`src/source/pad_pkg.sv`:
```
// Shared pad-control definitions for pad counts, bus widths, select encoding and structs
// Referenced by scoped names from the register block, the pad mux and the top level
`default_nettype none

package pad_pkg;

  // Pad and field sizes
  localparam int N_IO          = 8;
  localparam int NBIT_PADMUX   = 2;
  localparam int NBIT_PADCFG   = 6;

  // Wishbone bus sizes
  localparam int WB_ADDR_WIDTH = 8;
  localparam int WB_DATA_WIDTH = 32;

  // Pad register layout with one 32-bit word per pad
  localparam int REG_SEL_LSB   = 0;
  localparam int REG_CFG_LSB   = 8;
  localparam int REG_IDX_LSB   = 2;
  localparam int PAD_IDX_WIDTH = $clog2(N_IO);

  typedef logic [N_IO-1:0]          pad_vec_t;
  typedef logic [NBIT_PADCFG-1:0]   pad_cfg_word_t;
  typedef logic [PAD_IDX_WIDTH-1:0] pad_idx_t;
  typedef logic [WB_ADDR_WIDTH-1:0] wb_addr_t;
  typedef logic [WB_DATA_WIDTH-1:0] wb_data_t;

  typedef enum logic [NBIT_PADMUX-1:0] {
    PAD_SEL_GPIO   = 2'd0,
    PAD_SEL_PERIO  = 2'd1,
    PAD_SEL_FPGAIO = 2'd2,
    PAD_SEL_NONE   = 2'd3
  } pad_sel_t;

  typedef struct packed {
    pad_sel_t      sel;
    pad_cfg_word_t cfg;
  } pad_ctrl_t;

  typedef pad_ctrl_t [N_IO-1:0] pad_ctrl_array_t;

  // One function bank driving all pads
  typedef struct packed {
    pad_vec_t out;
    pad_vec_t oe;
  } func_bank_t;

  typedef struct packed {
    logic     cyc;
    logic     stb;
    logic     we;
    wb_addr_t adr;
    wb_data_t dat;
  } wb_req_t;

  typedef struct packed {
    logic     ack;
    wb_data_t dat;
  } wb_rsp_t;

endpackage

`default_nettype wire

```
`src/source/pad_cfg_regs.sv`:
```
// Wishbone classic slave holding the per-pad mux select and configuration word
// Pad i lives at byte address 4*i; other addresses are acked and read as zero
`default_nettype none

module pad_cfg_regs (
  input  logic                     ref_clk_i,
  input  logic                     reset_i,
  input  pad_pkg::wb_req_t         wb_req_i,
  output pad_pkg::wb_rsp_t         wb_rsp_o,
  output pad_pkg::pad_ctrl_array_t pad_ctrl_o
);

  typedef enum logic [1:0] {
    WB_IDLE,
    WB_WAIT,
    WB_ACK
  } wb_state_t;

  localparam int ADR_HI_LSB = pad_pkg::REG_IDX_LSB + pad_pkg::PAD_IDX_WIDTH;

  wb_state_t                state_q;
  wb_state_t                state_d;
  logic                     req_active;
  logic                     adr_valid;
  logic                     wr_en;
  logic                     ack;
  pad_pkg::pad_idx_t        pad_idx;
  pad_pkg::wb_data_t        rd_data;
  pad_pkg::pad_ctrl_array_t pad_ctrl_q;

  assign req_active = wb_req_i.cyc && wb_req_i.stb;

  // Word index and upper-bit decode
  assign pad_idx   = wb_req_i.adr[pad_pkg::REG_IDX_LSB +: pad_pkg::PAD_IDX_WIDTH];
  assign adr_valid = (wb_req_i.adr[pad_pkg::WB_ADDR_WIDTH-1:ADR_HI_LSB] == '0);

  // Request sampled in WAIT and acked one clock later
  always_comb begin
    state_d = state_q;
    case (state_q)
      WB_IDLE: begin
        if (req_active) begin
          state_d = WB_WAIT;
        end
      end
      WB_WAIT: begin
        if (req_active) begin
          state_d = WB_ACK;
        end else begin
          state_d = WB_IDLE;
        end
      end
      WB_ACK: begin
        state_d = WB_IDLE;
      end
      default: begin
        state_d = WB_IDLE;
      end
    endcase
  end

  always_ff @(posedge ref_clk_i) begin
    if (reset_i) begin
      state_q <= WB_IDLE;
    end else begin
      state_q <= state_d;
    end
  end

  // Register update lands on the edge that raises ack
  assign wr_en = (state_q == WB_WAIT) && req_active && wb_req_i.we && adr_valid;

  always_ff @(posedge ref_clk_i) begin
    if (reset_i) begin
      for (int i = 0; i < pad_pkg::N_IO; i++) begin
        pad_ctrl_q[i].sel <= pad_pkg::PAD_SEL_GPIO;
        pad_ctrl_q[i].cfg <= '0;
      end
    end else if (wr_en) begin
      pad_ctrl_q[pad_idx].sel <=
        pad_pkg::pad_sel_t'(wb_req_i.dat[pad_pkg::REG_SEL_LSB +: pad_pkg::NBIT_PADMUX]);
      pad_ctrl_q[pad_idx].cfg <= wb_req_i.dat[pad_pkg::REG_CFG_LSB +: pad_pkg::NBIT_PADCFG];
    end
  end

  // Read word with unused bits zero
  always_comb begin
    rd_data = '0;
    if (adr_valid) begin
      rd_data[pad_pkg::REG_SEL_LSB +: pad_pkg::NBIT_PADMUX] = pad_ctrl_q[pad_idx].sel;
      rd_data[pad_pkg::REG_CFG_LSB +: pad_pkg::NBIT_PADCFG] = pad_ctrl_q[pad_idx].cfg;
    end
  end

  assign ack          = (state_q == WB_ACK);
  assign wb_rsp_o.ack = ack;
  assign wb_rsp_o.dat = ack ? rd_data : '0;

  assign pad_ctrl_o = pad_ctrl_q;

endmodule

`default_nettype wire

```
`src/source/pad_mux.sv`:
```
// Routes GPIO, peripheral or FPGA function banks onto each pad by its mux select
// Pad inputs pass a two-flop synchronizer and are steered back to the selected bank
`default_nettype none

module pad_mux (
  input  logic                                          ref_clk_i,
  input  logic                                          reset_i,
  input  pad_pkg::pad_ctrl_array_t                      pad_ctrl_i,
  input  pad_pkg::func_bank_t                           gpio_i,
  input  pad_pkg::func_bank_t                           perio_i,
  input  pad_pkg::func_bank_t                           fpgaio_i,
  input  pad_pkg::pad_vec_t                             io_in_i,
  output pad_pkg::pad_vec_t                             io_out_o,
  output pad_pkg::pad_vec_t                             io_oe_o,
  output pad_pkg::pad_vec_t                             gpio_in_o,
  output pad_pkg::pad_vec_t                             perio_in_o,
  output pad_pkg::pad_vec_t                             fpgaio_in_o,
  output pad_pkg::pad_cfg_word_t [pad_pkg::N_IO-1:0]    pad_cfg_o
);

  pad_pkg::pad_vec_t sync_q1;
  pad_pkg::pad_vec_t sync_q2;

  // Purely combinational output side
  always_comb begin
    for (int i = 0; i < pad_pkg::N_IO; i++) begin
      case (pad_ctrl_i[i].sel)
        pad_pkg::PAD_SEL_GPIO: begin
          io_out_o[i] = gpio_i.out[i];
          io_oe_o[i]  = gpio_i.oe[i];
        end
        pad_pkg::PAD_SEL_PERIO: begin
          io_out_o[i] = perio_i.out[i];
          io_oe_o[i]  = perio_i.oe[i];
        end
        pad_pkg::PAD_SEL_FPGAIO: begin
          io_out_o[i] = fpgaio_i.out[i];
          io_oe_o[i]  = fpgaio_i.oe[i];
        end
        default: begin
          // Unconnected pad
          io_out_o[i] = 1'b0;
          io_oe_o[i]  = 1'b0;
        end
      endcase
    end
  end

  // Two-stage input synchronizer
  always_ff @(posedge ref_clk_i) begin
    if (reset_i) begin
      sync_q1 <= '0;
      sync_q2 <= '0;
    end else begin
      sync_q1 <= io_in_i;
      sync_q2 <= sync_q1;
    end
  end

  // Only the selected bank sees the pad and the others read zero
  always_comb begin
    for (int i = 0; i < pad_pkg::N_IO; i++) begin
      gpio_in_o[i]   = sync_q2[i] && (pad_ctrl_i[i].sel == pad_pkg::PAD_SEL_GPIO);
      perio_in_o[i]  = sync_q2[i] && (pad_ctrl_i[i].sel == pad_pkg::PAD_SEL_PERIO);
      fpgaio_in_o[i] = sync_q2[i] && (pad_ctrl_i[i].sel == pad_pkg::PAD_SEL_FPGAIO);
    end
  end

  always_comb begin
    for (int i = 0; i < pad_pkg::N_IO; i++) begin
      pad_cfg_o[i] = pad_ctrl_i[i].cfg;
    end
  end

endmodule

`default_nettype wire

```
`src/source/pad_subsystem.sv`:
```
// Pad control top level with the Wishbone register block feeding the pad mux
// Function banks and pad vectors connect straight to the ports
`default_nettype none

module pad_subsystem (
  input  logic                                       ref_clk_i,
  input  logic                                       reset_i,
  input  pad_pkg::wb_req_t                           wb_req_i,
  output pad_pkg::wb_rsp_t                           wb_rsp_o,
  input  pad_pkg::func_bank_t                        gpio_i,
  input  pad_pkg::func_bank_t                        perio_i,
  input  pad_pkg::func_bank_t                        fpgaio_i,
  input  pad_pkg::pad_vec_t                          io_in_i,
  output pad_pkg::pad_vec_t                          io_out_o,
  output pad_pkg::pad_vec_t                          io_oe_o,
  output pad_pkg::pad_vec_t                          gpio_in_o,
  output pad_pkg::pad_vec_t                          perio_in_o,
  output pad_pkg::pad_vec_t                          fpgaio_in_o,
  output pad_pkg::pad_cfg_word_t [pad_pkg::N_IO-1:0] pad_cfg_o
);

  pad_pkg::pad_ctrl_array_t s_pad_ctrl;

  pad_cfg_regs i_pad_cfg_regs (
    .ref_clk_i  (ref_clk_i),
    .reset_i    (reset_i),
    .wb_req_i   (wb_req_i),
    .wb_rsp_o   (wb_rsp_o),
    .pad_ctrl_o (s_pad_ctrl)
  );

  pad_mux i_pad_mux (
    .ref_clk_i   (ref_clk_i),
    .reset_i     (reset_i),
    .pad_ctrl_i  (s_pad_ctrl),
    .gpio_i      (gpio_i),
    .perio_i     (perio_i),
    .fpgaio_i    (fpgaio_i),
    .io_in_i     (io_in_i),
    .io_out_o    (io_out_o),
    .io_oe_o     (io_oe_o),
    .gpio_in_o   (gpio_in_o),
    .perio_in_o  (perio_in_o),
    .fpgaio_in_o (fpgaio_in_o),
    .pad_cfg_o   (pad_cfg_o)
  );

endmodule

`default_nettype wire

```
`config.mk`:
```
export PLATFORM = sky130hd
export DESIGN_NAME = pad_subsystem
export DESIGN_NICKNAME = d
export VERILOG_FILES = /design/src/source/pad_pkg.sv /design/src/source/pad_cfg_regs.sv /design/src/source/pad_mux.sv /design/src/source/pad_subsystem.sv
export SDC_FILE = /design/constraint.sdc
export NUM_CORES = 1
export LEC_CHECK = 0
export ABC_AREA = 1
export BUFFER_PORTS_ARGS = -buffer_cell sky130_fd_sc_hd__buf_2
export CAP_MARGIN = 20
export CORE_UTILIZATION = 45
export CTS_CLUSTER_SIZE = 30
export DETAILED_ROUTE_END_ITERATION = 6
export GPL_TIMING_DRIVEN = 0
export PLACE_DENSITY = 0.74
export SYNTH_ARGS = -nofsm -noshare
export SYNTH_HDL_FRONTEND = slang
export SYNTH_SLANG_ARGS = --single-unit
```
`constraint.sdc`:
```
create_clock -name ref_clk_i -period 1.6 [get_ports ref_clk_i]
set_input_delay 0.32 -clock ref_clk_i [delete_from_list [all_inputs] [get_ports ref_clk_i]]
set_output_delay 0.32 -clock ref_clk_i [all_outputs]
set_load 0.02 [all_outputs]
```
==> flow_summary.json <==
{
  "outcome": "finished, violations left",
  "failed_checks": "negative setup slack",
  "p_leak_nw": 3.64,
  "max_stage_delay_ns": 0.36,
  "antenna_cells": 0,
  "port_buffers": 168,
  "vdd_drop_max_v": 0.000493,
  "hold_path_class": "in -> reg",
  "yosysTopAreaCell": "dfxtp_1",
  "fin_skew_ns": 0.00378,
  "routedWlPerCell_um": 13.9,
  "gp_congestion": 0.873,
  "multi_input_area_sq_um": 2720,
  "first_pass_iters": 5,
  "synthXorXnorAreaFrac_pct": 0,
  "hold_violations": 0,
  "post-dp-hpwl_um": 11400,
  "synth-seq-area-share_pct": 32.2,
  "synth_compound_area_share_pct": 8.24,
  "final_common_cell": "nand2_1",
  "layout_setup_ws_ns": -0.0859,
  "grt_max_degree": 14,
  "chipWidth_um": 108,
  "grtUsageTotal_pct": 26.9,
  "cts_tree": "built",
  "post-place-cells": 1141,
  "synthTopCellsByArea": "dfxtp_1 (32%), nand2_1 (15%), buf_4 (11%)",
  "fin_nets": 1120,
  "h-tree-depth": 3,
  "fmax_ghz": 0.593,
  "cts_root_buf": "clkbuf_16",
  "yosysWarnings": 0,
  "worstMarginPinSlew_ns": 0.493,
  "pin_count": 222,
  "p_total_w": 0.00493,
  "netlist.area_leader.share_pct": 32.2,
  "final_cell_mix": "nand2_1 (188), buf_2 (155), buf_4 (109)",
  "synth_adder_area_share_pct": 0,
  "clockBufferDepth": 2,
  "syn2layout_area_growth_pct": 40.0,
  "rows": 38,
  "placeableCoreArea_sq_um": 10900,
  "vias_per_cell": 5.05,
  "initial_core_util_pct": 46.6,
  "final_antenna_net_count": 0,
  "cts.sinks": 82,
  "power.density_nw_per_um2": 690,
  "drt_wl_total_um": 16100,
  "fin_cells": 1164,
  "startpoint_type": "flip-flop",
  "syn_inst": 810,
  "max-slew-margin-rel_pct": 66.9,
  "clkTransAtPathRegs_ns": 0.06,
  "maxCapViolations": 0,
  "fill_cells": 1032,
  "synthesis.area_sq_um": 5100,
  "worst_setup_path_end_kind": "primary output",
  "synth_cell_types": 19,
  "synth_top_family_by_area": "simple AND/OR/NAND/NOR gates",
  "synth_area_per_cell_sq_um": 6.30,
  "path_max_fanout": 4,
  "ys_seq_elements": 82,
  "grt.overflow.total": 0,
  "synth-simple-area-share_pct": 39.3,
  "num_vias": 5883,
  "crit_chain": "or2_4 > o211ai_1 > buf_4",
  "period_share_pct": 105,
  "arrival_ns": 1.37,
  "crit_type": "reg -> out",
  "drt_iter0_drc": 350,
  "period_minus_slack_ns": 1.69,
  "insertion_delay_ns": 0.34,
  "cts_buffers": 9,
  "drive_above_1_share_pct": 38.6,
  "grt_pass1_vias": 5022,
  "stdcell_area_sq_um": 7140,
  "maxSlewViolCount": 0,
  "postCtsHoldBufs": 0,
  "fin_tns_setup_ns": -0.801,
  "fp.dieH_um": 108,
  "placed_cell_area_sq_um": 6290,
  "rsz0062_at_grt": "yes",
  "slowest_stage": "dfxtp_4",
  "required_ns": 1.28,
  "antenna_found_initial": 0,
  "setup_viol": 16,
  "grt_pass1_wl_um": 24600,
  "die-area_sq_um": 11800,
  "synth_mux_area_share_pct": 0,
  "remaining_drc_errors": 0,
  "regArea_sq_um": 1710
}
==> synthesized netlist by cell type (all sizes together) <==
master,n
a21oi,72
buf,109
clkbuf,21
conb,1
dfxtp,82
inv,60
nand2,198
nand3,104
nand4,18
nor2,108
nor3,24
nor4,1
o211ai,8
or2,4
==> worst paths after layout <==
check / start / endpoint / slack, ns / cells after the start
setup / recovery: i_pad_cfg_regs.pad_ctrl_o[55] / io_oe_o[6] / -0.09 / 3
hold / removal: io_in_i[0] / i_pad_mux.sync_q1[0] / 0.18 / 3
setup reg to reg: i_pad_cfg_regs.state_q[0] / i_pad_cfg_regs.pad_ctrl_o[31] / 0.12 / 8
hold reg to reg: i_pad_mux.sync_q1[7] / i_pad_mux.sync_q2[7] / 0.40 / 2
==> sequential cells by signal, indices dropped and copies added, names as in the netlist <==
signal                     cells
i_pad_mux.sync_q1              8
i_pad_mux.sync_q2              8
i_pad_cfg_regs.pad_ctrl_o     64
i_pad_cfg_regs.state_q         2
==> logic make-up (layout without fill, tap and decap cells) <==
| group | count (synthesis) | after routing |
|---|---|---|
| flops | 82 | 82 |
| other cells | 1 | 24 |
| buf+inv | 190 | 381 |
| simple gates | 457 | 457 |
| compound gates | 80 | 80 |
==> report_power, final <==
group	internal, W	switching [W]
Clock	0.00140	0.000829
Combinational	0.000241	0.000406
Sequential	0.00204	0.00000673
Total	0.00369	0.00124
==> stage by stage <==
stage               util [%]  hold slack [ns]  setup WS, ns
floorplan                  -            0.388       0.00165
global placement        57.6            0.391        -0.411
detailed placement      57.6            0.396        -0.434
CTS                     63.0            0.180        -0.139
global route            65.3            0.187        -0.144
finish                  65.3            0.183       -0.0859
==> cell type report <==
| type | instances | share of cell area [%] |
|---|---|---|
| well taps | 140 | 2.45 |
| repair buffers | 187 | 15.4 |
| flip-flops and latches | 82 | 23.9 |
| inverters | 60 | 3.40 |
| clock inverters | 5 | 1.09 |
| plain buffers | 118 | 12.4 |
| clock buffers | 11 | 3.40 |
| multi-input cells | 561 | 38.0 |
==> critical path: cells and delay by family (launching register included) <==
family / cells / cell delay (ns)
buffers and inverters: 1 / 0.19
flip-flops: 1 / 0.36
AO/OA/AOI/OAI: 1 / 0.22
AND/OR/NAND/NOR: 1 / 0.26
==> metal layers <==
metal / GRT usage [%] / part of all wire [%]
met3: 5.91 / 8.5
met5: 0 / 0
met1: 33.7 / 41
met2: 45.1 / 48
met4: 9.65 / 2.5
==> repair_timing <==
item                                    4_1_cts  5_1_grt
setup buffers                                14        5
endpoints found under the setup margin       87       82
pin swaps                                     6       12
resized for setup                            93       73
Power figures use the tool's default switching activity.
